`config.mk`:
```
export PLATFORM = sky130hd
export DESIGN_NAME = lsu
export DESIGN_NICKNAME = d
export VERILOG_FILES = /design/src/mem_sys_pkg.sv /design/src/rv_slice.sv /design/src/lsu.sv
export VERILOG_INCLUDE_DIRS = /design/src
export SDC_FILE = /design/constraint.sdc
export NUM_CORES = 1
export LEC_CHECK = 0
export BUFFER_PORTS_ARGS = -buffer_cell sky130_fd_sc_hd__buf_4
export CAP_MARGIN = 10
export CORE_ASPECT_RATIO = 0.7
export CORE_MARGIN = 2
export CORE_UTILIZATION = 34
export DETAILED_ROUTE_END_ITERATION = 10
export PLACE_DENSITY_LB_ADDON = 0.05
export SLEW_MARGIN = 20
export SYNTH_ARGS = -nofsm -noshare
export SYNTH_HDL_FRONTEND = slang
export SYNTH_SLANG_ARGS = --single-unit
export TNS_END_PERCENT = 20
```
`constraint.sdc`:
```
create_clock -name clk -period 2.6 [get_ports clk]
set_input_delay 0.39 -clock clk [delete_from_list [all_inputs] [get_ports clk]]
set_output_delay 0.39 -clock clk [all_outputs]
set_load 0.005 [all_outputs]
```
`src/mem_sys_params.svh`:
```
`ifndef MEM_SYS_PARAMS_SVH
`define MEM_SYS_PARAMS_SVH

// memory depth in 32-bit words
`define MEM_WORDS 4096

// word address width, log2 of the depth
`define ADDR_W 12

// cycles from request acceptance to response valid
`define MEM_LATENCY 2

`endif

```
`src/mem_sys_pkg.sv`:
```
`include "mem_sys_params.svh"

package mem_sys_pkg;

    typedef logic [`ADDR_W-1:0] addr_t; // word address
    typedef logic [31:0]        word_t;

    // one memory access, 45 bits
    typedef struct packed {
        addr_t addr;
        word_t wdata;
        logic  we;
    } mem_req_t;

    // a write echoes the stored word here
    typedef struct packed {
        word_t rdata;
    } mem_rsp_t;

    // fetched instruction with its word address, 44 bits
    typedef struct packed {
        addr_t pc;
        word_t insn;
    } fetch_out_t;

    typedef struct packed {
        addr_t addr;
        word_t wdata;
        logic  we; // 1 = store
    } lsu_cmd_t;

endpackage

```
`src/rv_slice.sv`:
```
`timescale 1ns/1ps

module rv_slice #(
    parameter type payload_t = logic
) (
    input  logic     clk,
    input  logic     rst,
    input  logic     in_valid,
    output logic     in_ready,
    input  payload_t in_data,
    output logic     out_valid,
    input  logic     out_ready,
    output payload_t out_data
);

    logic full;

    // free slot, or the held item leaves this cycle
    assign in_ready  = !full || out_ready;
    assign out_valid = full;

    always_ff @(posedge clk) begin
        if (rst) begin
            full <= 1'b0;
        end else if (in_ready) begin
            full <= in_valid; // refill or drain
        end
    end

    always_ff @(posedge clk) begin
        if (in_valid && in_ready) begin
            out_data <= in_data;
        end
    end

endmodule

```
`src/lsu.sv`:
```
`timescale 1ns/1ps

module lsu
    import mem_sys_pkg::*;
(
    input  logic     clk,
    input  logic     rst,
    input  logic     cmd_valid,
    output logic     cmd_ready,
    input  lsu_cmd_t cmd,
    output logic     req_valid,
    input  logic     req_ready,
    output mem_req_t req,
    input  logic     rsp_valid,
    output logic     rsp_ready,
    input  mem_rsp_t rsp,
    output logic     ld_valid,
    input  logic     ld_ready,
    output word_t    ld_data
);

    logic pend;    // command issued, response not back yet
    logic is_load;
    logic s_in_ready;

    // command passes straight through as the request
    assign req_valid = cmd_valid && !pend;
    assign cmd_ready = !pend && req_ready;
    assign req.addr  = cmd.addr;
    assign req.wdata = cmd.wdata;
    assign req.we    = cmd.we;

    // store echoes are taken and dropped
    assign rsp_ready = is_load ? s_in_ready : 1'b1;

    always_ff @(posedge clk) begin
        if (rst) begin
            pend    <= 1'b0;
            is_load <= 1'b0;
        end else begin
            if (cmd_valid && cmd_ready) begin
                pend    <= 1'b1;
                is_load <= !cmd.we;
            end
            if (rsp_valid && rsp_ready) begin
                pend <= 1'b0;
            end
        end
    end

    rv_slice #(
        .payload_t (word_t)
    ) u_ld (
        .clk       (clk),
        .rst       (rst),
        .in_valid  (rsp_valid && is_load),
        .in_ready  (s_in_ready),
        .in_data   (rsp.rdata),
        .out_valid (ld_valid),
        .out_ready (ld_ready),
        .out_data  (ld_data)
    );

endmodule

```
==> results of run 1 <==
## power breakdown
part	switching, mW	internal, mW
logic	0.0291	0.0599
clock network	0.186	0.187
registers	0.00534	0.633
## cell type report
type | count | share of cell area [%]
Timing Repair Buffer | 76 | 31.0
Clock inverter | 2 | 0.679
Inverter | 1 | 0.204
Multi-Input combinational cell | 12 | 5.23
Tap cell | 52 | 3.53
Sequential cell | 35 | 55.4
Clock buffer | 6 | 3.94
## placed cells by master (no fill, tap or decap)
cell type   count
a211oi_2        2
a21oi_1         2
and2b_2         2
and4b_1         1
buf_4          76
clkbuf_1        1
clkbuf_8        5
clkinv_2        1
clkinvlp_4      1
dfxtp_1         3
edfxtp_1       32
inv_1           1
nand2_1         1
nand2b_1        1
nand3b_1        2
nor2b_2         1
## kinds of logic (layout without fill, tap and decap cells)
family | after synthesis | in the layout | share of synthesized area, %
compound gates | 4 | 4 | 2.41
buf+inv | 46 | 85 | 23.5
flops | 35 | 35 | 70.1
simple gates | 8 | 8 | 4.04
## worst max-delay path, stage by stage, from the launching register on
cell and delay, ns:
dfxtp_1 0.36, and2b_2 0.23, buf_4 0.13
## flip-flops by register name (all words and copies together) (netlist names)
| signal | count |
|---|---|
| pend | 1 |
| is_load | 1 |
| u_ld.out_valid | 1 |
| u_ld.out_data | 32 |
## worst paths after layout
| check | start | slack [ns] | endpoint | depth (start not counted) |
|---|---|---|---|---|
| max | pend$_SDFFE_PP0P_ | 1.22 | cmd_ready | 2 |
| min | rsp[19] | 0.28 | u_ld.out_data[19]$_DFFE_PP_ | 1 |
| max reg2reg | is_load$_SDFFE_PP0P_ | 1.31 | u_ld.out_data[9]$_DFFE_PP_ | 3 |
| min reg2reg | is_load$_SDFFE_PP0P_ | 0.49 | is_load$_SDFFE_PP0P_ | 2 |
## stage by stage
stage                     cells  setup slack (ns)
final                       184              1.22
after global routing        184              1.15
after CTS                   184              1.20
after detailed placement    176              1.14
after global placement      176              1.18
after floorplan              93             0.215
## routing by layer
layer  track usage, %  vias up  wire length [um]
met1             12.2      349               974
met4             10.7        0               131
met3             8.13       23               464
met2             17.7       73              1440
li1                 -      351                 -
met5                0        -                 0
==> impl_metrics.yaml, run 1 <==
global_route:
  antenna_found_initial: 0
  grtUsageTotal_pct: 12.4
  grt_pass1_wl_um: 4120
  grt_pass1_vias: 805
  grt_overflow_total: 0
  grt_max_degree: 33
worst_setup_path:
  worstPathRequired_ns: 2.21
  critPathMaxFanout: 5
  end_kind: "primary output"
  crit_arrival_ns: 0.99
  worstSetupStartpointType: "flop"
  criticalPathCategory: "reg -> out"
cells_and_area:
  area_delta_synth_final_pct: 26.5
  antennaDiodeCount: 0
  drive_gt1_share_pct: 66.7
  multi_input_area_um2: 96.3
  fill_cells: 372
  seqCellArea_um2: 1020
  post-route-util_pct: 45.8
  fin_area_um2: 1840
  nets: 214
sta:
  post-route-period-util_pct: 53.0
  hold_slack_ns: 0.281
  tightest_slew_ns: 0.408
  skew_ns: 0.00511
  slew_violations: 0
  relSlewSlack_pct: 72.8
  rsz0062_at_grt: "false"
  setup_tns_ns: 0
  finalHoldViolations: 0
  max_freq_mhz: 726
  period_needed_ns: 1.38
  setup_viol: 0
synth:
  yosys_most_used_dff: "edfxtp_1"
  yosys.area.top_type: "edfxtp_1"
  synth_area_leaders: "edfxtp_1 66%, buf_4 23%, dfxtp_1 4.1%"
  synth-edff-count: 32
  netlist_area_um2: 1460
  synth-seq-area-share_pct: 70.1
  ys_top_cells_by_count: "45 x buf_4, 32 x edfxtp_1, 3 x dfxtp_1"
  synth_most_common_cell: "buf_4"
  ys_ff_latch: 35
  async_flop_share_pct: 0
  syn_inst: 93
  synthesis.nets: 176
  ys_types: 12
  synth_top_area_share_pct: 66.0
  postSynthAreaPerCell_um2: 15.7
  synth-warning-count: 0
floorplanning:
  ios: 164
  start_util_pct: 36.3
  core_um2: 4020
  dieArea_um2: 4830
  rows: 19
  die_y_um: 58.8
  die_w_um: 82.2
hold_path:
  min_path_type: "in -> reg"
detailed_routing:
  drt_iter0_drc: 27
  ant_nets: 0
  via_count: 796
  wl_per_cell_um: 16.3
  viasPerCell: 4.33
  first_pass_iters: 3
  wirelength_um: 3010
  drc: 0
clocking:
  cts.reportedPaths.clkPinSlew_ns: 0.07
  h-tree-depth: 2
  cts.repair.resized: 0
  clock_sinks: 35
  clockBufferDepth: 2
  cts_tree: "done"
  numCtsBuffers: 5
  holdBufCountCts: 0
  cts_root_buffer: "clkbuf_8"
  post_cts_buffers: 0
  clk_latency_ns: 0.28
place:
  placed_cell_area_um2: 1760
  gp_congestion: 0.831
  port-buffer-count: 75
power_and_ir_drop:
  power_leakage_nw: 0.753
  p_total_mw: 1.10
  power_density_nw_per_um2: 597
  ir_drop_mv: 0.292
run_status:
  outcome: "completed"
flow_run:
  drv_cap: 0
Note: power is estimated with default switching activity, not from simulation.
==> run 2, diff against run 1 <==
Settings changed: CORE_UTILIZATION 34 to 30.
Clock period 2.6 ns to 1.2 ns, I/O delays scaled along.
==> impl_metrics.yaml, run 2 (same netlist as run 1, synthesis figures left out) <==
power_and_ir_drop:
  p_clk_share_pct: 32.5
  switchingPower_mw: 0.452
  power_leakage_nw: 0.765
  power_switching_share_pct: 19.3
  seqPwrFrac_pct: 59.0
  intPower_mw: 1.89
  ir_drop_mv: 0.634
  power_density_nw_per_um2: 1260
  comb_power_share_pct: 8.5
hold_path:
  min_path_type: "in -> reg"
flow_run:
  drv_cap: 0
detailed_routing:
  ant_nets: 0
  wl_per_cell_um: 16.2
  viasPerCell: 4.21
  drt_iter0_drc: 48
  first_pass_iters: 3
  via_count: 791
  drc: 0
  wirelength_um: 3050
worst_setup_path:
  critPathMaxFanout: 5
  crit_arrival_ns: 0.95
  worstSetupStartpointType: "flop"
  path_cells: "and2b_2 > buf_4"
  cpPeakStageDelay_ns: 0.34
  worstPathRequired_ns: 1.02
  end_kind: "primary output"
  criticalPathCategory: "reg -> out"
  cp_slowest_cell: "dfxtp_2"
floorplanning:
  core_um2: 4730
  ios: 164
  start_util_pct: 30.8
  die_w_um: 87.3
  rows: 21
  dieArea_um2: 5440
  die_y_um: 62.3
place:
  port-buffer-count: 75
  hpwl_um: 2380
  dp.cells: 181
  gp_congestion: 0.664
  dpl_worst_slack_ns: 0.0989
global_route:
  grt_pass1_vias: 853
  grt_max_degree: 33
  grtUsageTotal_pct: 11.5
  grt_overflow_total: 0
  antenna_found_initial: 0
  grt_pass1_wl_um: 4450
clocking:
  cts.reportedPaths.clkPinSlew_ns: 0.06
  cts_root_buffer: "clkbuf_8"
  clk_latency_ns: 0.27
  numCtsBuffers: 5
  clock_sinks: 35
  holdBufCountCts: 0
  cts_tree: "done"
  h-tree-depth: 2
  clockBufferDepth: 2
cells_and_area:
  drive_gt1_share_pct: 68.7
  antennaDiodeCount: 0
  largest_reg_flops: 32
  area_delta_synth_final_pct: 27.9
  final_cell_mix: "75 x buf_4, 32 x edfxtp_1, 5 x clkbuf_8"
  regMostFlops: "u_ld.out_data"
  stdcell_count: 188
  final_common_cell: "buf_4"
  nets: 214
sta:
  relSlewSlack_pct: 88.4
  period_needed_ns: 1.13
  post-route-period-util_pct: 94.3
  setup_ws_ns: 0.0685
  setup_viol: 0
  skew_ns: 0.00310
  tightest_slew_ns: 0.174
  max_freq_mhz: 884
  slew_violations: 0
  finalHoldViolations: 0
  rsz0062_at_grt: "false"
run_status:
  outcome: "completed"
[run 2: final cells by class]
class                           instances  area (um^2)
Sequential cell                        35         1020
Inverter                                1         3.75
Tap cell                               57         71.3
Timing Repair Buffer                   76          583
Clock inverter                          2         8.76
Fill cell                             451         2870
Multi-Input combinational cell         12          104
Clock buffer                            5         68.8
[run 2: per-layer routing]
layer,track usage (%),share of wire [%]
met5,0,0
met4,12.9,9.1
met3,6.91,13
met2,17.8,50
met1,9.00,29
[run 2: through the flow]
stage	total power, mW	hold WS, ns	utilization (%)	instance area [um^2]	setup TNS [ns]
final	2.34	0.0768	39.4	1860	0
after global placement	1.61	0.359	37.7	1780	0
after floorplan	1.57	0.242	-	1470	-4.21
after global routing	2.46	0.0569	39.4	1860	0
after CTS	2.39	0.0656	39.4	1860	0
after detailed placement	1.61	0.359	37.7	1780	0
[run 2: repair_timing]
item / in CTS / in global routing
setup endpoints to repair: 0 / 2
gates resized for setup: 0 / 1
hold endpoints to repair: 0 / 0
buffers inserted: 0 / 0
[run 2: critical path, delay by kind of cell (launching register included)]
kind / cells / cell delay (ns)
buffers and inverters: 1 / 0.13
and+or+nand+nor: 1 / 0.21
DFF: 1 / 0.34
[run 2: path summary, 6_finish.rpt]
path | from | slack, ns | endpoint | cells past startpoint
hold / removal | rst | 0.08 | pend$_SDFFE_PP0P_ | 2
setup / recovery | pend$_SDFFE_PP0P_ | 0.07 | req_valid | 2
setup reg to reg | is_load$_SDFFE_PP0P_ | 0.11 | u_ld.out_data[21]$_DFFE_PP_ | 3
hold reg to reg | is_load$_SDFFE_PP0P_ | 0.49 | is_load$_SDFFE_PP0P_ | 2
[run 2: power groups by stage]
stage               Combinational, mW  Sequential (mW)  Clock (mW)
detailed placement              0.204             1.41           0
CTS                             0.204             1.38       0.798
finish                          0.200             1.38       0.761
global route                    0.218             1.39       0.859
floorplan                       0.153             1.41           0
global placement                0.201             1.41           0
