--- src/mem_sys_params.svh ---
`ifndef MEM_SYS_PARAMS_SVH
`define MEM_SYS_PARAMS_SVH

// memory depth in 32-bit words
`define MEM_WORDS 4096

// word address width, log2 of the depth
`define ADDR_W 12

// cycles from request acceptance to response valid
`define MEM_LATENCY 2

`endif

--- src/mem_sys_pkg.sv ---
`include "mem_sys_params.svh"

package mem_sys_pkg;

    typedef logic [`ADDR_W-1:0] addr_t; // word address
    typedef logic [31:0]        word_t;

    // one memory access, 45 bits
    typedef struct packed {
        addr_t addr;
        word_t wdata;
        logic  we;
    } mem_req_t;

    // a write echoes the stored word here
    typedef struct packed {
        word_t rdata;
    } mem_rsp_t;

    // fetched instruction with its word address, 44 bits
    typedef struct packed {
        addr_t pc;
        word_t insn;
    } fetch_out_t;

    typedef struct packed {
        addr_t addr;
        word_t wdata;
        logic  we; // 1 = store
    } lsu_cmd_t;

endpackage

--- src/rv_slice.sv ---
`timescale 1ns/1ps

module rv_slice #(
    parameter type payload_t = logic
) (
    input  logic     clk,
    input  logic     rst,
    input  logic     in_valid,
    output logic     in_ready,
    input  payload_t in_data,
    output logic     out_valid,
    input  logic     out_ready,
    output payload_t out_data
);

    logic full;

    // free slot, or the held item leaves this cycle
    assign in_ready  = !full || out_ready;
    assign out_valid = full;

    always_ff @(posedge clk) begin
        if (rst) begin
            full <= 1'b0;
        end else if (in_ready) begin
            full <= in_valid; // refill or drain
        end
    end

    always_ff @(posedge clk) begin
        if (in_valid && in_ready) begin
            out_data <= in_data;
        end
    end

endmodule

--- src/fetch_unit.sv ---
`timescale 1ns/1ps

module fetch_unit
    import mem_sys_pkg::*;
(
    input  logic       clk,
    input  logic       rst,
    input  logic       start,
    input  addr_t      base,
    input  addr_t      count,
    output logic       done,
    output logic       req_valid,
    input  logic       req_ready,
    output mem_req_t   req,
    input  logic       rsp_valid,
    output logic       rsp_ready,
    input  mem_rsp_t   rsp,
    output logic       insn_valid,
    input  logic       insn_ready,
    output fetch_out_t insn
);

    logic       active;
    logic       pend;       // one fetch in flight
    addr_t      next_addr;
    addr_t      issue_left; // requests still to send
    addr_t      pc_q;       // address of the fetch in flight
    logic       s_in_ready;
    logic       req_fire;
    logic       rsp_fire;
    fetch_out_t s_in;

    assign req_valid = active && !pend && (issue_left != '0);
    assign req_fire  = req_valid && req_ready;
    assign req.addr  = next_addr;
    assign req.wdata = '0;
    assign req.we    = 1'b0;

    // full slice stalls the memory response
    assign rsp_ready = s_in_ready;
    assign rsp_fire  = rsp_valid && rsp_ready;
    assign s_in.pc   = pc_q;
    assign s_in.insn = rsp.rdata;

    always_ff @(posedge clk) begin
        if (rst) begin
            active <= 1'b0;
            pend   <= 1'b0;
            done   <= 1'b0;
        end else begin
            done <= 1'b0;
            if (start && !active) begin
                active <= (count != '0);
                done   <= (count == '0); // empty run ends at once
            end
            if (req_fire) begin
                pend <= 1'b1;
            end
            if (rsp_fire) begin
                pend <= 1'b0;
                if (issue_left == '0) begin // last word just entered the slice
                    active <= 1'b0;
                    done   <= 1'b1;
                end
            end
        end
    end

    always_ff @(posedge clk) begin
        if (start && !active) begin
            next_addr  <= base;
            issue_left <= count;
        end else if (req_fire) begin
            next_addr  <= next_addr + 1'b1;
            issue_left <= issue_left - 1'b1;
            pc_q       <= next_addr;
        end
    end

    rv_slice #(
        .payload_t (fetch_out_t)
    ) u_out (
        .clk       (clk),
        .rst       (rst),
        .in_valid  (rsp_valid),
        .in_ready  (s_in_ready),
        .in_data   (s_in),
        .out_valid (insn_valid),
        .out_ready (insn_ready),
        .out_data  (insn)
    );

endmodule

--- config.mk ---
export PLATFORM = sky130hd
export DESIGN_NAME = fetch_unit
export DESIGN_NICKNAME = d
export VERILOG_FILES = /design/src/mem_sys_pkg.sv /design/src/rv_slice.sv /design/src/fetch_unit.sv
export VERILOG_INCLUDE_DIRS = /design/src
export SDC_FILE = /design/constraint.sdc
export NUM_CORES = 1
export LEC_CHECK = 0
export ABC_AREA = 0
export BUFFER_PORTS_ARGS = -buffer_cell sky130_fd_sc_hd__buf_2
export CAP_MARGIN = 20
export CORE_MARGIN = 2
export CORE_UTILIZATION = 51
export CTS_CLUSTER_SIZE = 14
export DETAILED_ROUTE_END_ITERATION = 6
export GPL_ROUTABILITY_DRIVEN = 0
export GPL_TIMING_DRIVEN = 1
export HOLD_SLACK_MARGIN = 0.03
export PLACE_DENSITY = 0.85
export SLEW_MARGIN = 20
export SYNTH_ARGS = -nofsm -noshare
export SYNTH_HDL_FRONTEND = slang
export SYNTH_SLANG_ARGS = --single-unit
--- constraint.sdc ---
create_clock -name clk -period 4.05 [get_ports clk]
set_input_delay 0.405 -clock clk [delete_from_list [all_inputs] [get_ports clk]]
set_output_delay 0.405 -clock clk [all_outputs]
set_load 0.03 [all_outputs]
==> results of run 1 <==
cell type report:
class                   count  area share
well taps                  80      0.0232
repair buffers            122       0.142
clock buffers              10      0.0296
multi-input cells         156       0.206
inverters                   4     0.00348
clock inverters             6      0.0209
flip-flops and latches     84       0.575
through the flow:
step,worst slack (ns),cell area (um2),utilization,std cells
floorplan,1.70,3650,-,282
global placement,1.65,4100,0.606,446
detailed placement,1.50,4100,0.606,446
CTS,1.49,4320,0.639,462
global route,1.31,4320,0.639,462
finish,1.49,4320,0.639,462
metal layers:
layer / global-route usage / share of wire
met1: 0.215 / 0.41
met2: 0.298 / 0.48
met3: 0.0626 / 0.096
met4: 0.0671 / 0.020
met5: 0 / 0
power breakdown:
part | switching [mW] | total [mW] | internal, mW
clock network | 0.289 | 0.638 | 0.348
logic | 0.218 | 0.308 | 0.0906
registers | 0.0485 | 1.08 | 1.04
sequential cells by signal, summed over array words and instances, names as in the netlist:
signal           flops
active               1
done                 1
issue_left          12
next_addr           12
pc_q                12
pend                 1
u_out.out_data      44
u_out.out_valid      1
synthesized netlist by cell type, drive strengths merged (2+ instances only):
library cell  instances
edfxtp               80
buf                  33
nand2                30
o21ai                23
xnor2                13
nor2                  8
nand3                 7
xor2                  7
nor3                  6
nor4                  6
clkbuf                5
dfxtp                 4
inv                   4
a21oi                 3
ha                    3
nand2b                3
nand4                 2
nand4b                2
nor3b                 2
worst max-delay path by stage:
| stage | cells past startpoint | start | to | slack (ns) |
|---|---|---|---|---|
| after global placement | 6 | issue_left[0] | issue_left[5] | 1.65 |
| after detailed placement | 6 | issue_left[0] | issue_left[5] | 1.50 |
| after floorplan | 4 | u_out.out_valid | active | 1.70 |
| after global routing | 6 | issue_left[0] | issue_left[9] | 1.31 |
| after CTS | 6 | issue_left[0] | next_addr[7] | 1.49 |
| final | 6 | issue_left[0] | next_addr[9] | 1.49 |
cell families after synthesis:
group / synth area share
flops: 0.704
simple gates: 0.113
buf+inv: 0.0798
compound gates: 0.0387
xor+xnor: 0.0497
fa+ha+maj: 0.0106
other cells: 0.00106
mux: 0.00319
cell usage in the layout, fill, tap and decap left out, types with 2 or more instances in the layout:
cell type  synthesis  layout
buf_2              0     121
edfxtp_1          80      80
conb_1             1      33
nand2_1           30      30
o21ai_0           22      22
xnor2_1           13      13
clkbuf_8           0       9
nor2_1             8       8
nand3_1            7       7
xor2_1             7       7
nor3_1             6       6
nor4_1             5       5
inv_1              4       4
dfxtp_1            4       4
nand2b_1           3       3
a21oi_1            3       3
ha_1               3       3
nor3b_1            2       2
clkinv_4           0       2
bufinv_16          0       2
critical path: cells and delay by family (launching register included):
family	cells	cell delay, ns
flip-flops	1	0.42
adder cells (fa/ha/maj)	1	0.15
buffers and inverters	1	0.12
AND/OR/NAND/NOR	4	1.46
==> flow_summary_export.csv, run 1 <==
group,metric,value,unit
worst_setup_path,cp_cell_sequence,"inv_1, ha_1, nor3b_1, nand4b_4, and4b_4, or2_1",
cts,cts_sinks,84,
synth,synth_edf_count,80,
global_route,grt_pass1_vias,2060,
floorplan,die_width,87.2,um
synth,syn_area_per_cell,14.1,um2
floorplan,io-pin-count,155,
cells_and_area,drive_gt1_frac,0.380,
synth,synth_cell_types,32,
worst_setup_path,worstPathArrival,2.51,ns
floorplan,dieArea,7600,um2
global_route,grt_max_degree,50,
worst_setup_path,crit_required,4.00,ns
worst_setup_path,reg2reg_to,"next_addr[9]",
cts,cts_hold_buf,0,
floorplan,rows,30,
routing,drt_wl_total,6730,um
routing,drtAntennaViolNets,0,
timing,finClkSkew,0.00806,ns
worst_setup_path,reg2reg_depth,6,
cts,cts_resized,0,
global_route,gr-total-overflow,0,
timing,hold_viol,0,
place,portBuffers,121,
power_and_ir_drop,p_per_area,471,nW/um2
min_path,hold_end,"u_out.out_data[23]",
timing,tns,0,ns
floorplan,core,6760,um2
synth,yosysTopAreaCell,"edfxtp_1",
synth,netlist_instances,250,
cts,htreeDepth,3,
place,dp_hpwl,4990,um
min_path,hp-class,"input pin to flop",
routing,post_drt_wl_per_cell,14.6,um
outcome,outcome,"finished clean",
cells_and_area,multi_input_area,887,um2
timing,rsz0062_at_grt,"no",
timing,hold_slack,0.227,ns
cts,cts_tree,"done",
cells_and_area,seq_area,2480,um2
cts,post-cts-setup-buffers,0,
routing,drtIter0Drc,147,
synth,synth-seq-cells,84,
synth,async_flop_share,0,
worst_setup_path,cp-start-kind,"flop",
global_route,antenna_found_initial,0,
power_and_ir_drop,worst_ir_drop_vdd,0.196,mV
timing,setup_viol,0,
floorplan,die_h,87.2,um
synth,yosys_warnings,0,
worst_setup_path,critPathSlowestCell,"or2_1",
timing,maxSlewViolCount,0,
cts,clockBufferDepth,2,
synth,synth_area_leaders,"edfxtp_1, buf_4, xnor2_1",
timing,relSlewSlack,0.330,
global_route,grt_pass1_wl,10000,um
cells_and_area,antenna_cells,0,
min_path,min_path_cells,1,
timing,min_period_over_period,0.632,
timing,max_freq,391,MHz
cells_and_area,fin_nets,442,
job,drv_cap,0,
cells_and_area,nFillCells,509,
synth,synth_ff_type,"edfxtp_1",
worst_setup_path,path_max_fanout,24,
power_and_ir_drop,power_leakage,1.77,nW
worst_setup_path,worstReg2RegStart,"issue_left[0]",
cells_and_area,area_growth_syn_to_layout,22.3,%
cts,clkTransAtPathRegs,0.08,ns
synth,netlist_area,3530,um2
synth,synth_top_cell_area_share,0.681,
timing,tightest_slew,1.00,ns
cts,worstSkewPairLatency,0.35,ns
cts,root_buffer,"clkbuf_8",
worst_setup_path,max_stage_delay,0.59,ns
synth,seq_area_frac_synth,0.704,
timing,period_needed,2.56,ns
routing,vias_per_cell,4.89,
min_path,hold_start,"rsp[23]",
routing,drcViolationCount,0,
worst_setup_path,reg2reg_setup_slack,1.49,ns
worst_setup_path,cp-end-kind,"flop",
floorplan,start_util,0.522,
routing,firstDrtPassIters,4,
worst_setup_path,critical_path_class,"flop to flop",
routing,dr_total_vias,2261,
global_route,grt_use_total,0.179,
power_and_ir_drop,power,2.03,mW
cts,cts_buffers,9,
Power figures use the tool's default switching activity.
==> run 2, diff against run 1 <==
Settings changed: ABC_AREA 0 to 1, CORE_UTILIZATION 51 to 43, PLACE_DENSITY 0.85 to 0.76.
Clock period 4.05 ns to 2.09 ns, I/O delays scaled along.
==> run 2 against run 1 <==
Critical endpoint is now req_valid. Flip-flop and latch count unchanged. Cell count increased by 28%. Global-route usage decreased by 1.8 points. Largest cell class unchanged.
==> flow_summary_export.csv, run 2 <==
group,metric,value,unit
synth,synth_top_cell_area_share,0.651,
synth,synth_ff_type,"edfxtp_1",
cells_and_area,fin_area,4760,um2
worst_setup_path,reg2reg_setup_slack,0.43,ns
routing,drtIter0Drc,89,
cts,cts_buffers,9,
worst_setup_path,worstReg2RegStart,"issue_left[0]",
worst_setup_path,cp-start-kind,"flop",
synth,synth_edf_count,80,
place,dpl_cell_area,4300,um2
synth,synth-seq-cells,84,
cells_and_area,antenna_cells,0,
synth,yosysTopAreaCell,"edfxtp_1",
global_route,grt_pass1_wl,12100,um
timing,hold_viol,0,
routing,dr_total_vias,2698,
outcome,outcome,"finished clean",
timing,rsz0062_at_grt,"no",
global_route,grt_use_total,0.161,
synth,netlist_area,3690,um2
global_route,grt_pass1_vias,2543,
global_route,antenna_found_initial,0,
power_and_ir_drop,p_per_area,841,nW/um2
job,drv_cap,0,
min_path,hp-class,"input pin to flop",
place,portBuffers,121,
timing,relSlewSlack,0.646,
cts,post-cts-setup-buffers,0,
global_route,grt_max_degree,45,
cells_and_area,multi_input_area,942,um2
cts,htreeDepth,3,
cells_and_area,top_register,"u_out.out_data",
worst_setup_path,path_max_fanout,5,
power_and_ir_drop,worst_ir_drop_vdd,0.308,mV
synth,async_flop_share,0,
cells_and_area,nFillCells,720,
place,dp_hpwl,5560,um
routing,vias_per_cell,4.57,
routing,firstDrtPassIters,4,
cells_and_area,area_growth_syn_to_layout,29.0,%
min_path,hold_start,"rsp[12]",
timing,period_needed,1.83,ns
worst_setup_path,reg2reg_to,"issue_left[0]",
cells_and_area,mostFrequentLayoutCells,"buf_2, edfxtp_1, nand2_1",
synth,netlist_instances,326,
cts,cts_tree,"done",
cells_and_area,drive_gt1_frac,0.315,
synth,seq_area_frac_synth,0.673,
timing,min_period_over_period,0.878,
synth,yosys_warnings,0,
floorplan,io-pin-count,155,
synth,synth_area_leaders,"edfxtp_1, nand2_1, buf_4",
routing,drcViolationCount,0,
routing,post_drt_wl_per_cell,12.8,um
cts,clockBufferDepth,2,
floorplan,dieArea,9330,um2
cells_and_area,fin_nets,545,
timing,tns,0,ns
worst_setup_path,critical_path_class,"flop to output pin",
cells_and_area,layout_commonest_cell,"buf_2",
cts,worstSkewPairLatency,0.34,ns
timing,tightest_slew,0.530,ns
cts,root_buffer,"clkbuf_8",
min_path,hold_end,"u_out.out_data[12]",
synth,syn_area_per_cell,11.3,um2
synth,synthMostInstantiatedCell,"edfxtp_1",
cts,cts_sinks,84,
cts,cts_hold_buf,20,
worst_setup_path,reg2reg_depth,8,
worst_setup_path,worstPathArrival,1.63,ns
synth,ys_top_cells_by_count,"edfxtp_1, nand2_1, nor2_1",
timing,max_freq,545,MHz
floorplan,start_util,0.447,
timing,setup_viol,0,
floorplan,rows,33,
timing,finClkSkew,0.00830,ns
worst_setup_path,cp-end-kind,"output pin",
power_and_ir_drop,power_leakage,2.10,nW
floorplan,die_width,96.6,um
min_path,min_path_cells,1,
cells_and_area,largest_register_ffs,44,
cells_and_area,seq_area,2480,um2
floorplan,die_h,96.6,um
routing,drt_wl_total,7570,um
floorplan,core,8260,um2
routing,drtAntennaViolNets,0,
timing,maxSlewViolCount,0,
global_route,gr-total-overflow,0,
worst_setup_path,crit_required,1.88,ns
cts,cts_resized,0,
cts,clkTransAtPathRegs,0.09,ns
synth,synth_cell_types,29,
## run 2: cell types whose count changed after synthesis, moves of 12 or more
cell,before,now
inv_1,4,27
nand2_1,30,70
nand3_1,7,20
nor2_1,8,35
o21ai_0,22,10
xnor2_1,13,1
## run 2: worst max-delay path by stage
stage	startpoint	endpoint	slack, ns	cells past startpoint
floorplan	issue_left[0]	issue_left[0]	0.30	7
global placement	issue_left[0]	next_addr[0]	0.48	8
detailed placement	issue_left[0]	pc_q[2]	0.43	7
CTS	issue_left[0]	req_valid	0.24	7
global route	issue_left[8]	req_valid	0.08	6
finish	issue_left[8]	req_valid	0.26	6
## run 2: where the power goes
| group | internal [mW] | switching (mW) |
|---|---|---|
| clock network | 0.680 | 0.582 |
| registers | 2.00 | 0.0746 |
| logic | 0.201 | 0.465 |
| total | 2.88 | 1.12 |
## run 2: layout make-up
| class | count | area share |
|---|---|---|
| flip-flops and latches | 84 | 0.522 |
| multi-input cells | 208 | 0.198 |
| repair buffers | 149 | 0.184 |
| well taps | 105 | 0.0276 |
| clock buffers | 9 | 0.0260 |
| inverters | 28 | 0.0221 |
| clock inverters | 7 | 0.0205 |
## run 2: worst max-delay path: stages, from the launching register on
cell	delay, ns
edfxtp_1	0.42
nor2_1	0.28
inv_1	0.07
nor2_1	0.11
nand2_1	0.07
and2_1	0.16
buf_2	0.18
## run 2: cell families (layout without fill, tap and decap cells)
family | Yosys count | in the layout | synth area share
DFF | 84 | 84 | 0.673
AOI/OAI and AO/OA | 28 | 28 | 0.0390
xor gates and xnor gates | 2 | 2 | 0.00475
other | 1 | 33 | 0.00102
adders and majority gates | 3 | 3 | 0.0102
buffers and inverters | 66 | 193 | 0.107
and+or+nand+nor | 142 | 142 | 0.165
## run 2: routing by layer
metal  routed length, um  part of all wire  vias up  GRT usage
li1                    -                 -     1334          -
met3                 640             0.085       10     0.0477
met1                3340              0.44     1215      0.211
met2                3490              0.46      139      0.255
met4                  91             0.012        0     0.0618
met5                   0                 0        -          0
## run 2: per-stage QoR
step	setup WS (ns)	utilization	hold WS [ns]	std cells	power (mW)
3_5_place_dp	0.434	0.520	0.387	550	2.75
6_report	0.256	0.576	0.0514	590	4.00
3_3_place_gp	0.484	0.520	0.385	550	2.73
4_1_cts	0.237	0.571	0.0303	586	4.04
2_1_floorplan	0.304	-	0.278	358	2.59
5_1_grt	0.0787	0.576	0.0314	590	4.19
