<file path="src/mem_sys_params.svh">
`ifndef MEM_SYS_PARAMS_SVH
`define MEM_SYS_PARAMS_SVH

// memory depth in 32-bit words
`define MEM_WORDS 4096

// word address width, log2 of the depth
`define ADDR_W 12

// cycles from request acceptance to response valid
`define MEM_LATENCY 2

`endif

</file>
<file path="src/mem_sys_pkg.sv">
`include "mem_sys_params.svh"

package mem_sys_pkg;

    typedef logic [`ADDR_W-1:0] addr_t; // word address
    typedef logic [31:0]        word_t;

    // one memory access, 45 bits
    typedef struct packed {
        addr_t addr;
        word_t wdata;
        logic  we;
    } mem_req_t;

    // a write echoes the stored word here
    typedef struct packed {
        word_t rdata;
    } mem_rsp_t;

    // fetched instruction with its word address, 44 bits
    typedef struct packed {
        addr_t pc;
        word_t insn;
    } fetch_out_t;

    typedef struct packed {
        addr_t addr;
        word_t wdata;
        logic  we; // 1 = store
    } lsu_cmd_t;

endpackage

</file>
<file path="src/mem_arbiter.sv">
`timescale 1ns/1ps

module mem_arbiter
    import mem_sys_pkg::*;
(
    input  logic     clk,
    input  logic     rst,
    // fetch port
    input  logic     f_req_valid,
    output logic     f_req_ready,
    input  mem_req_t f_req,
    output logic     f_rsp_valid,
    input  logic     f_rsp_ready,
    output mem_rsp_t f_rsp,
    // load/store port
    input  logic     l_req_valid,
    output logic     l_req_ready,
    input  mem_req_t l_req,
    output logic     l_rsp_valid,
    input  logic     l_rsp_ready,
    output mem_rsp_t l_rsp,
    // memory side
    output logic     m_req_valid,
    input  logic     m_req_ready,
    output mem_req_t m_req,
    input  logic     m_rsp_valid,
    output logic     m_rsp_ready,
    input  mem_rsp_t m_rsp
);

    logic last_l;      // lsu was served last
    logic outstanding; // one request in flight
    logic owner;       // 1 = lsu owns the response
    logic sel_l;

    // lsu wins when alone, or on a tie if fetch went last
    assign sel_l = l_req_valid && (!f_req_valid || !last_l);

    assign m_req_valid = !outstanding && (f_req_valid || l_req_valid);
    assign m_req       = sel_l ? l_req : f_req;
    assign f_req_ready = !outstanding && !sel_l && m_req_ready;
    assign l_req_ready = !outstanding && sel_l && m_req_ready;

    // response goes back to whoever issued it
    assign f_rsp_valid = m_rsp_valid && outstanding && !owner;
    assign l_rsp_valid = m_rsp_valid && outstanding && owner;
    assign f_rsp       = m_rsp;
    assign l_rsp       = m_rsp;
    assign m_rsp_ready = outstanding && (owner ? l_rsp_ready : f_rsp_ready);

    always_ff @(posedge clk) begin
        if (rst) begin
            last_l      <= 1'b1; // fetch gets the first tie
            outstanding <= 1'b0;
            owner       <= 1'b0;
        end else begin
            if (m_req_valid && m_req_ready) begin
                outstanding <= 1'b1;
                owner       <= sel_l;
                last_l      <= sel_l;
            end
            if (m_rsp_valid && m_rsp_ready) begin
                outstanding <= 1'b0;
            end
        end
    end

endmodule

</file>
<file path="config.mk">
export PLATFORM = sky130hd
export DESIGN_NAME = mem_arbiter
export DESIGN_NICKNAME = d
export VERILOG_FILES = /design/src/mem_sys_pkg.sv /design/src/mem_arbiter.sv
export VERILOG_INCLUDE_DIRS = /design/src
export SDC_FILE = /design/constraint.sdc
export NUM_CORES = 1
export LEC_CHECK = 0
export BUFFER_PORTS_ARGS = -buffer_cell sky130_fd_sc_hd__buf_2
export CORE_AREA = 2 2 96 98
export CTS_CLUSTER_SIZE = 8
export DETAILED_ROUTE_END_ITERATION = 8
export DIE_AREA = 0 0 98 100
export HOLD_SLACK_MARGIN = 0.08
export SLEW_MARGIN = 20
export SYNTH_ARGS = -nofsm -noshare
export SYNTH_HDL_FRONTEND = slang
export SYNTH_SLANG_ARGS = --single-unit
</file>
<file path="constraint.sdc">
create_clock -name clk -period 1.5 [get_ports clk]
set_clock_uncertainty 0.15 [all_clocks]
set_input_delay 0.225 -clock clk [delete_from_list [all_inputs] [get_ports clk]]
set_output_delay 0.225 -clock clk [all_outputs]
set_load 0.02 [all_outputs]
</file>
==> results of run 1 <==
-- metrics by stage --
stage | util | total power [mW] | hold WS, ns | setup slack (ns) | setup TNS [ns]
floorplan | - | 0.724 | 0.147 | 0.0108 | 0
global placement | 0.190 | 0.710 | 0.272 | -0.208 | -7.10
detailed placement | 0.190 | 0.715 | 0.276 | -0.236 | -8.04
CTS | 0.208 | 1.02 | 0.189 | -0.396 | -16.65
global route | 0.237 | 1.21 | 0.207 | -0.441 | -18.64
finish | 0.237 | 1.13 | 0.202 | -0.376 | -16.06
-- layer usage --
layer | vias to the layer above | wire [µm] | global-route usage
li1 | 591 | - | -
met1 | 540 | 1460 | 0.0673
met2 | 118 | 2160 | 0.128
met3 | 9 | 558 | 0.0292
met4 | 0 | 40 | 0.0171
met5 | - | 0 | 0
-- path summary, 6_finish.rpt --
| path | start | endpoint | slack (ns) | depth (start not counted) |
|---|---|---|---|---|
| worst min-delay path | m_req_ready | owner | 0.20 | 3 |
| worst min register to register | owner | owner | 0.38 | 2 |
| worst max-delay path | last_l | m_req[30] | -0.38 | 5 |
| worst max register to register | last_l | owner | 0.26 | 5 |
-- report_power, final --
group          internal, mW  leakage [nW]  total [mW]  switching, mW
clock                 0.181        0.0228       0.237         0.0556
sequential           0.0870        0.0249      0.0944        0.00739
combinational         0.459          1.09       0.803          0.344
-- cells in the mapped netlist, drive strengths merged --
master and instances:
nor3b 1, nand2b 1, nor2 7, mux2 45, dfxtp 3, nand2 1, buf 69, mux2i 1
inv 1, a32oi 1, a211o 1, nand3b 1, and3 2, a211oi 1, o21ai 1, a21boi 1
-- state kept, by name, indices dropped and copies added (netlist names) --
| register | flops |
|---|---|
| last_l | 1 |
| outstanding | 1 |
| owner | 1 |
-- worst max-delay path, delay by kind of cell (launching register included) --
| family | cells | cell delay, ns |
|---|---|---|
| multiplexers | 1 | 0.30 |
| AO/OA/AOI/OAI | 1 | 0.16 |
| buffers and inverters | 3 | 0.51 |
| flip-flops | 1 | 0.32 |
-- what timing repair did --
action	in CTS	in global routing
buffers inserted	2	0
hold endpoints to repair	3	0
gates cloned	2	2
endpoints found under the setup margin	47	48
gates resized for setup	8	64
hold buffers	1	0
-- final cells by class --
type	count	area [µm²]
repair buffers	159	1100
clock buffers	4	45.0
well taps	111	139
multi-input cells	64	764
inverters	1	3.75
flip-flops and latches	3	62.6
fillers	966	6780
-- logic make-up after synthesis --
logic type | after synthesis | share of synthesized area
buffers and inverters | 70 | 0.420
AND/OR/NAND/NOR | 13 | 0.0491
AO/OA/AOI/OAI | 5 | 0.0376
multiplexers | 46 | 0.447
flip-flops | 3 | 0.0462
==> impl_summary.log, run 1 <==
[metrics] result of the run: finished with violations
[metrics] failing checks: setup timing
[metrics] highest-count cells in the layout ignoring fill and taps: buf_2 (124), mux2_4 (35), buf_6 (24), mux2_2 (10), nor2_1 (7)
[metrics] Synthesis Warnings: 0
[metrics] Seq cells post-synth: 3
[metrics] final worst-path setup slack: -0.376 ns
[metrics] CTS sink count: 3
[metrics] y dimension of the die: 100 µm
[metrics] routability congestion estimate from global placement: between 0.7 and 0.8
[metrics] type of the worst min-delay path: primary input to register
[metrics] instance area after placement: 0.00169 mm²
[metrics] average routed wire per standard cell: about 12 µm
[metrics] number of buffers added on ports: 148
[metrics] number of antenna violations at the first check in global routing: 0
[metrics] full die area: 0.00980 mm²
[metrics] maximum number of pins on one net before global-route repair: 15
[metrics] area of all placed cells without fillers: 0.00211 mm²
[metrics] number of cell rows: 35
[metrics] Placeable Area: 0.00889 mm²
[metrics] Critical Path AT: 1.50 ns
[metrics] Fmax achieved: approximately 530 MHz
[metrics] detailed placement HPWL: 2.98 mm
[metrics] via count of the first global-routing pass: 1,075
[metrics] library cell contributing the largest single delay on the critical path: dfxtp_2
[metrics] startpoint class of the critical path: register
[metrics] Mean Syn Cell Area: 9.48 µm²
[metrics] count of pins over their slew limit: 0
[metrics] cell types occupying the most area after synthesis: buf_4 (38%), mux2_2 (24%), mux2_4 (20%)
[metrics] global routing usage summed across all routing layers: 0.0672
[metrics] Initial Util: 0.146
[metrics] top cell type's share of synthesized area: 0.382
[metrics] non-filler instance count after layout: 342
[metrics] Clock Pin Slew Worst Setup and Hold Paths: 0.03 ns
[metrics] global-route wire length before repair: 5.17 mm
[metrics] Post-layout nets: 362
[metrics] static leakage power: 1.14 nW
[metrics] part of the Yosys area used for sequential elements: 0.0462
[metrics] critical path's largest stage delay: between 0.3 and 0.4 ns
[metrics] Critical Setup Path Class: register to output port
[metrics] clock latency on the worst-skew pair: 0.22 ns
[metrics] ordered list of cells on the worst path: a21boi_4 -> buf_4 -> buf_16 -> mux2_4 -> buf_2
[metrics] maximum vdd drop: between 0.0003 and 0.0004 V
[metrics] Max Cap Violations: 0
[metrics] remaining global-route overflow: 0
[metrics] starting DRC count in detailed routing: 12
[metrics] RSZ-0062 raised after global routing: yes
[metrics] Remaining DRCs: 0
[metrics] largest area contributor in the synthesized netlist: buf_4
[metrics] Final Hold Vio Count: 0
[metrics] share of the cycle needed by the critical path after routing: 1.25
[metrics] capturing element type of the critical path: output port
[metrics] DIE WIDTH: 98 µm
[metrics] wire length reported by the detailed router: 4.22 mm
[metrics] post-synthesis instance area: 0.00130 mm²
[metrics] Max clock buf depth: 2
[metrics] endpoints failing setup: 47
[metrics] number of iterations in the first detailed-routing pass: 4
[metrics] fraction of layout instances using a drive strength above 1: 0.909
[metrics] routed via count: ~1,300
[metrics] critical path data required time: 1.12 ns
[metrics] worst-path fanout max: 14
[metrics] number of inserted diodes: 0
[metrics] actual slew at the worst max-slew pin: 0.221 ns
[metrics] Power Dens Cells: 538 mW/mm²
[metrics] clock buffers created by TritonCTS: 3
[metrics] I/O pin cnt: 245
[metrics] fin crit period: between 1.5 and 2 ns
[metrics] cell at the root of the clock tree: clkbuf_8
[metrics] instance count of the mapped netlist: approximately 140
[metrics] count of unique library cells instantiated by Yosys: 20
[metrics] DP Cell Count: 331
[metrics] via density per instance: 3.68
[metrics] remaining antenna violation count: 0
[metrics] area added between synthesis and finish: 62.5%
[metrics] worst max-slew margin expressed relative to the limit: 0.851
[metrics] commonest non-fill, non-tap cell in the layout: buf_2
[metrics] synthesized netlist net count: approximately 270
[metrics] CTS tree: done
[metrics] deepest level of the CTS H-tree: 1
No activity file was read; power rests on OpenSTA's default activity.
==> run 2, diff against run 1 <==
ABC_AREA = 1   (was default)
CORE_AREA = 2 2 95 97   (was 2 2 96 98)
DIE_AREA = 0 0 97 99   (was 0 0 98 100)
clock period = 2.1 ns   (was 1.5 ns; I/O delays follow)
==> impl_summary.log, run 2 <==
[metrics] most common cell type on the critical path: nand2_1
[metrics] routability congestion estimate from global placement: 0.767 (+1.4%)
[metrics] Simple-Gate Fraction of Synth Area: 0.470 (+0.420)
[metrics] y dimension of the die: 99 µm (-1.0%)
[metrics] R2R setup slack: 1.07 ns (+0.81 ns)
[metrics] DP Cell Count: 429 (+30%)
[metrics] type of the worst min-delay path: primary input to register
[metrics] ys async rst share: 0 (unchanged)
[metrics] fraction of layout instances using a drive strength above 1: 0.480 (-0.429)
[metrics] part of the Yosys area used for sequential elements: 0.0472 (+0.000909)
[metrics] number of antenna violations at the first check in global routing: 0 (unchanged)
[metrics] total power: 0.682 mW (-40%)
[metrics] final worst-path setup slack: 0.280 ns (+0.656 ns)
[metrics] cell types occupying the most area after synthesis: nand2_1 (42%), buf_4 (40%), dfxtp_1 (4.7%)
[metrics] library cell with the highest instance count after synthesis: nand2_1
[metrics] global-route wire length before repair: 6.69 mm (+30%)
[metrics] I/O pin cnt: 245 (unchanged)
[metrics] routed via count: 1,625 (+29%)
[metrics] full die area: 0.00960 mm² (-2.0%)
[metrics] startpoint class of the critical path: register
[metrics] CTS sink count: 3 (unchanged)
[metrics] Critical Setup Path Class: register to output port
[metrics] highest-count cells in the layout ignoring fill and taps: buf_2 (148), nand2_1 (144), inv_1 (11)
[metrics] ordered list of cells on the worst path: nand2_1 -> nand2_4 -> buf_4 -> nand2_1 -> nand2_1 -> buf_2
[metrics] number of cell rows: 34 (-2.9%)
[metrics] average routed wire per standard cell: 10.4 µm (-16%)
[metrics] non-filler instance count after layout: 433 (+27%)
[metrics] share of the cycle needed by the critical path after routing: 0.867
[metrics] actual slew at the worst max-slew pin: 0.323 ns (+0.102 ns)
[metrics] remaining antenna violation count: 0 (unchanged)
[metrics] cell at the root of the clock tree: clkbuf_8
[metrics] Buf/Inv on CP: 2 (-1)
[metrics] number of iterations in the first detailed-routing pass: 4 (unchanged)
[metrics] Initial Util: 0.149 (+0.00287)
[metrics] area added between synthesis and finish: 29.9%
[metrics] most instantiated flip-flop cell in the synthesis netlist: dfxtp_1
[metrics] number of synthesized flops with an enable pin: 0 (unchanged)
[metrics] remaining global-route overflow: 0 (unchanged)
[metrics] list of most frequent post-synthesis cells: nand2_1 (144), buf_4 (68), inv_1 (11)
[metrics] clock latency on the worst-skew pair: 0.22 ns (about the same)
[metrics] wire length reported by the detailed router: 4.49 mm (+6.3%)
[metrics] synthesized netlist net count: 373 (+40%)
[metrics] Max Cap Violations: 0 (unchanged)
[metrics] Placeable Area: 0.00855 mm² (-3.8%)
[metrics] static leakage power: 1.16 nW (+1.5%)
[metrics] compound-cell area share of the yosys netlist: 0.00786 (-0.0297)
[metrics] Critical Path AT: 1.36 ns (-0.14 ns)
[metrics] global routing usage summed across all routing layers: 0.0833 (+0.0160)
[metrics] registers with the highest flip-flop counts: last_l x1, outstanding x1, owner x1
[metrics] maximum number of pins on one net before global-route repair: 47 (+32)
[metrics] fin util: 0.193 (-0.0440)
[metrics] Post-layout nets: 456 (+26%)
[metrics] commonest non-fill, non-tap cell in the layout: buf_2
[metrics] crit-path leading delay family: buffers and inverters
[metrics] critical path data required time: 1.63 ns (+0.51 ns)
[metrics] setup TNS: 0 ns (+16.06 ns)
[metrics] worst max-slew margin expressed relative to the limit: 0.784 (-0.0667)
[metrics] Adder-Cell Fraction of Synth Area: 0 (unchanged)
[metrics] largest family of logic cells by synthesized area: buffers and inverters
[metrics] pre-CTS setup slack: 0.402 ns (+0.638 ns)
[metrics] Power Dens Cells: 412 mW/mm² (-23%)
[metrics] number of buffers added on ports: 148 (unchanged)
[metrics] Synthesis Warnings: 0 (unchanged)
[metrics] worst-path fanout max: 23 (+9)
[metrics] area of all placed cells without fillers: 0.00165 mm² (-22%)
[metrics] largest area contributor in the synthesized netlist: nand2_1
[metrics] fraction of synthesized area in multiplexers: 0 (-0.447)
[metrics] Clock Pin Slew Worst Setup and Hold Paths: 0.03 ns (about the same)
[metrics] count of unique library cells instantiated by Yosys: 12 (-40%)
[metrics] Mean Syn Cell Area: 5.24 µm² (-45%)
[metrics] number of cells upsized or downsized after cts: 0 (-8)
[metrics] endpoints failing setup: 0 (-100%)
[metrics] starting DRC count in detailed routing: 17 (+5)
[metrics] RSZ-0062 raised after global routing: no
[metrics] Fmax achieved: approximately 550 MHz
[metrics] Seq cells post-synth: 3 (unchanged)
[metrics] detailed placement HPWL: 3.89 mm (+31%)
[metrics] maximum vdd drop: 0.000261 V (-28%)
[metrics] fin crit period: 1.82 ns
[metrics] top cell type's share of synthesized area: 0.424 (+0.0429)
[metrics] clock buffers created by TritonCTS: 3 (unchanged)
[metrics] DIE WIDTH: 97 µm (-1.0%)
[metrics] post-synthesis xor/xnor area fraction: 0 (unchanged)
[metrics] instance area after placement: 0.00161 mm² (-4.9%)
[metrics] result of the run: finished clean
[metrics] CTS tree: done
[metrics] count of pins over their slew limit: 0 (unchanged)
[metrics] filler cell count: 1,007 (+4.2%)
[metrics] buffers inserted by post-CTS timing repair: 0 (-2)
[metrics] instance count of the mapped netlist: 243 (+77%)
[metrics] number of inserted diodes: 0 (unchanged)
[metrics] via count of the first global-routing pass: 1,478 (+37%)
[metrics] Max clock buf depth: 2 (unchanged)
[metrics] library cell contributing the largest single delay on the critical path: dfxtp_1
[metrics] deepest level of the CTS H-tree: 1 (unchanged)
[metrics] worst hold slack after final layout: 0.120 ns (-0.0827 ns)
[metrics] via density per instance: 3.75 (+2.0%)
[metrics] post-synthesis instance area: 0.00127 mm² (-1.9%)
[metrics] capturing element type of the critical path: output port
[metrics] Final Hold Vio Count: 0 (unchanged)
[metrics] total of hold buffers inserted after clock tree synthesis: 0 (-1)
[metrics] Remaining DRCs: 0 (unchanged)
[metrics] critical path's largest stage delay: 0.33 ns (about the same)
==> run 2: cell types whose count changed in the layout (fill, tap and decap cells not counted), moves of 3 or more <==
cell	change
mux2_4	-35
buf_16	-3
buf_2	+24
nand2_1	+143
nor2_1	-4
mux2_2	-10
buf_6	-24
inv_1	+10
nand3_1	+3
==> run 2: report_power, final <==
group	internal [mW]	switching, mW	total, mW	leakage (nW)
clock	0.130	0.0388	0.168	0.0228
sequential	0.0621	0.00516	0.0673	0.0248
combinational	0.174	0.273	0.447	1.11
==> run 2: cell families (layout without fill, tap and decap cells) <==
kind of cell	count (synthesis)	count (layout)
AND/OR/NAND/NOR	154	154
buffers and inverters	84	166
flip-flops	3	3
AO/OA/AOI/OAI	2	2
==> run 2: worst paths after layout <==
path / startpoint / end / cells past startpoint
worst min-delay path: rst / owner / 2
worst max-delay path: last_l / m_req[14] / 6
worst min register to register: last_l / last_l / 2
worst max register to register: outstanding / outstanding / 5
==> run 2: final cells by class <==
cell class	count	area, µm²	share of cell area
clock buffer	4	45.0	0.0272
inverter	12	50.0	0.0303
multi-input combinational	156	608	0.368
sequential	3	60.1	0.0363
tap	108	135	0.0817
timing repair buffer	150	756	0.457
==> run 2: layer usage <==
metal / up-vias / track usage / part of all wire
li1: 817 / - / -
met1: 643 / 0.0719 / 0.31
met2: 151 / 0.167 / 0.52
met3: 14 / 0.0362 / 0.15
met4: 0 / 0.0314 / 0.022
met5: - / 0 / 0
==> run 3, diff against run 2 <==
RECOVER_POWER = 100   (was default)
clock period = 1.74 ns   (was 2.1 ns; I/O delays follow)
==> impl_summary.log, run 3 (synthesis results as in run 2) <==
[metrics] result of the run: finished clean
[metrics] combinational fraction of design power: 0.693 (+0.038)
[metrics] routability congestion estimate from global placement: 0.771 (+0.59%)
[metrics] deepest level of the CTS H-tree: 1 (unchanged)
[metrics] worst max-slew margin expressed relative to the limit: 0.820 (+0.0361)
[metrics] endpoints failing setup: 0 (unchanged)
[metrics] static leakage power: 1.23 nW (+6.5%)
[metrics] routed via count: 1,733 (+6.6%)
[metrics] Fmax achieved: 598 MHz
[metrics] critical path data required time: 1.33 ns (-0.30 ns)
[metrics] buffers inserted by post-CTS timing repair: 0 (unchanged)
[metrics] capturing element type of the critical path: output port
[metrics] clock latency on the worst-skew pair: 0.22 ns (about the same)
[metrics] Cell Int Power: 0.493 mW (+35%)
[metrics] filler cell count: 1,011 (+0.40%)
[metrics] Post-layout nets: 464 (+1.8%)
[metrics] Clock Pin Slew Worst Setup and Hold Paths: 0.03 ns (about the same)
[metrics] DP Cell Count: 428 (-0.23%)
[metrics] remaining global-route overflow: 0 (unchanged)
[metrics] cell at the root of the clock tree: clkbuf_8
[metrics] Max clock buf depth: 2 (unchanged)
[metrics] global-route wire length before repair: 7.57 mm (+13%)
[metrics] DIE WIDTH: 97 µm (unchanged)
[metrics] average routed wire per standard cell: 14.1 µm (+36%)
[metrics] clock buffers created by TritonCTS: 3 (unchanged)
[metrics] busiest metal layer after global routing: met2
[metrics] number of iterations in the first detailed-routing pass: 4 (unchanged)
[metrics] maximum number of pins on one net before global-route repair: 47 (unchanged)
[metrics] via density per instance: 3.93 (+4.7%)
[metrics] Sw Pwr: 0.441 mW (+39%)
[metrics] registers with the highest flip-flop counts: last_l x1, outstanding x1, owner x1
[metrics] highest-count cells in the layout ignoring fill and taps: nand2_1 (142), buf_2 (112), clkbuf_2 (29), inv_1 (11), clkbuf_1 (6)
[metrics] starting DRC count in detailed routing: 27 (+10)
[metrics] RSZ-0062 raised after global routing: no
[metrics] fraction of layout instances using a drive strength above 1: 0.483 (+0.00348)
[metrics] full die area: 0.00960 mm² (unchanged)
[metrics] number of antenna violations at the first check in global routing: 0 (unchanged)
[metrics] global routing met3 resource utilization: 0.0362 (unchanged)
[metrics] I/O pin cnt: 245 (unchanged)
[metrics] worst-path fanout max: 5 (-78%)
[metrics] commonest non-fill, non-tap cell in the layout: nand2_1
[metrics] Remaining DRCs: 0 (unchanged)
[metrics] number of inserted diodes: 0 (unchanged)
[metrics] met2 global-route usage: 0.200 (+0.0331)
[metrics] Critical Path AT: 1.26 ns (-0.10 ns)
[metrics] clock share of power: 0.219 (-0.028)
[metrics] y dimension of the die: 99 µm (unchanged)
[metrics] type of the worst min-delay path: primary input to register
[metrics] actual slew at the worst max-slew pin: 0.270 ns (-0.0527 ns)
[metrics] share of the cycle needed by the critical path after routing: 0.962
[metrics] Placeable Area: 0.00855 mm² (unchanged)
[metrics] Switching Share: 0.472 (+0.00790)
[metrics] startpoint class of the critical path: register
[metrics] Max Cap Violations: 0 (unchanged)
[metrics] Final Hold Vio Count: 0 (unchanged)
[metrics] share of total power in sequential cells: 0.088 (-0.011)
[metrics] count of pins over their slew limit: 0 (unchanged)
[metrics] detailed placement HPWL: 3.88 mm (-0.30%)
[metrics] Power Dens Cells: 498 mW/mm² (+21%)
[metrics] maximum vdd drop: 0.000281 V (+7.7%)
[metrics] CTS tree: done
[metrics] GR met1 Demand/Resource: 0.0865 (+0.0145)
[metrics] wire length reported by the detailed router: 6.24 mm (+39%)
[metrics] number of cell rows: 34 (unchanged)
[metrics] total power: 0.934 mW (+37%)
[metrics] Critical Setup Path Class: register to output port
[metrics] global routing usage summed across all routing layers: 0.0957 (+0.0125)
[metrics] area added between synthesis and finish: 47.2%
[metrics] number of buffers added on ports: 148 (unchanged)
[metrics] setup TNS: 0 ns (unchanged)
[metrics] via count of the first global-routing pass: 1,601 (+8.3%)
[metrics] fin crit period: 1.67 ns
[metrics] Initial Util: 0.149 (unchanged)
[metrics] remaining antenna violation count: 0 (unchanged)
[metrics] CTS sink count: 3 (unchanged)
[metrics] non-filler instance count after layout: 441 (+1.8%)
==> run 3: cell types whose count changed in the layout (fill, tap and decap cells not counted), sizes merged <==
cell	delta
buf	-32
clkbuf	+37
clkinv	+1
dlygate4sd3	+1
nand2	+1
==> run 3: power groups by stage <==
stage / registers [mW] / logic, mW / clock network (mW)
CTS: 0.0812 / 0.580 / 0.210
detailed placement: 0.0818 / 0.550 / 0
global placement: 0.0819 / 0.540 / 0
floorplan: 0.0800 / 0.537 / 0
finish: 0.0825 / 0.647 / 0.204
global route: 0.0830 / 0.711 / 0.219
==> run 3: worst paths after layout <==
kind	from	to	slack, ns	cells past startpoint
setup / recovery	last_l	m_req[33]	0.07	6
hold / removal	m_rsp_valid	outstanding	0.21	4
hold reg to reg	last_l	last_l	0.35	2
setup reg to reg	outstanding	owner	0.72	3
==> run 3: worst max-delay path, stage by stage, from the launching register on <==
cell and delay (ns):
dfxtp_2 0.34, nand2_4 0.10, nand2_8 0.16, buf_6 0.17
nand2_1 0.06, nand2_1 0.06, clkbuf_2 0.16
==> run 3: final cells by class <==
type / instances / area, µm² / area share
Inverter: 12 / 71.3 / 0.0381
Timing Repair inverter: 1 / 16.3 / 0.00868
Tap cell: 108 / 135 / 0.0721
Multi-Input combinational cell: 157 / 647 / 0.345
Timing Repair Buffer: 156 / 898 / 0.479
Clock buffer: 4 / 45.0 / 0.0240
Sequential cell: 3 / 61.3 / 0.0327
==> run 3: stage by stage <==
step                hold WS [ns]  cell area [µm²]  worst slack [ns]   util
floorplan                  0.180             1270             0.337      -
global route               0.245             1870           0.00429  0.219
finish                     0.210             1870            0.0668  0.219
global placement           0.287             1610             0.172  0.189
CTS                        0.206             1710            0.0102  0.200
detailed placement         0.293             1610             0.147  0.189
==> run 3: repair_timing <==
item,in CTS,in global routing
gates cloned,1,7
hold endpoints to repair,1,0
gates resized for setup,8,9
hold buffers,1,0
pin swaps,0,2
setup endpoints to repair,8,45
==> run 3: metal layers <==
layer / up-vias / routed length [µm] / part of all wire
li1: 841 / - / -
met1: 716 / 2270 / 0.36
met2: 167 / 3190 / 0.51
met3: 9 / 738 / 0.12
met4: 0 / 35 / 0.0056
met5: - / 0 / 0
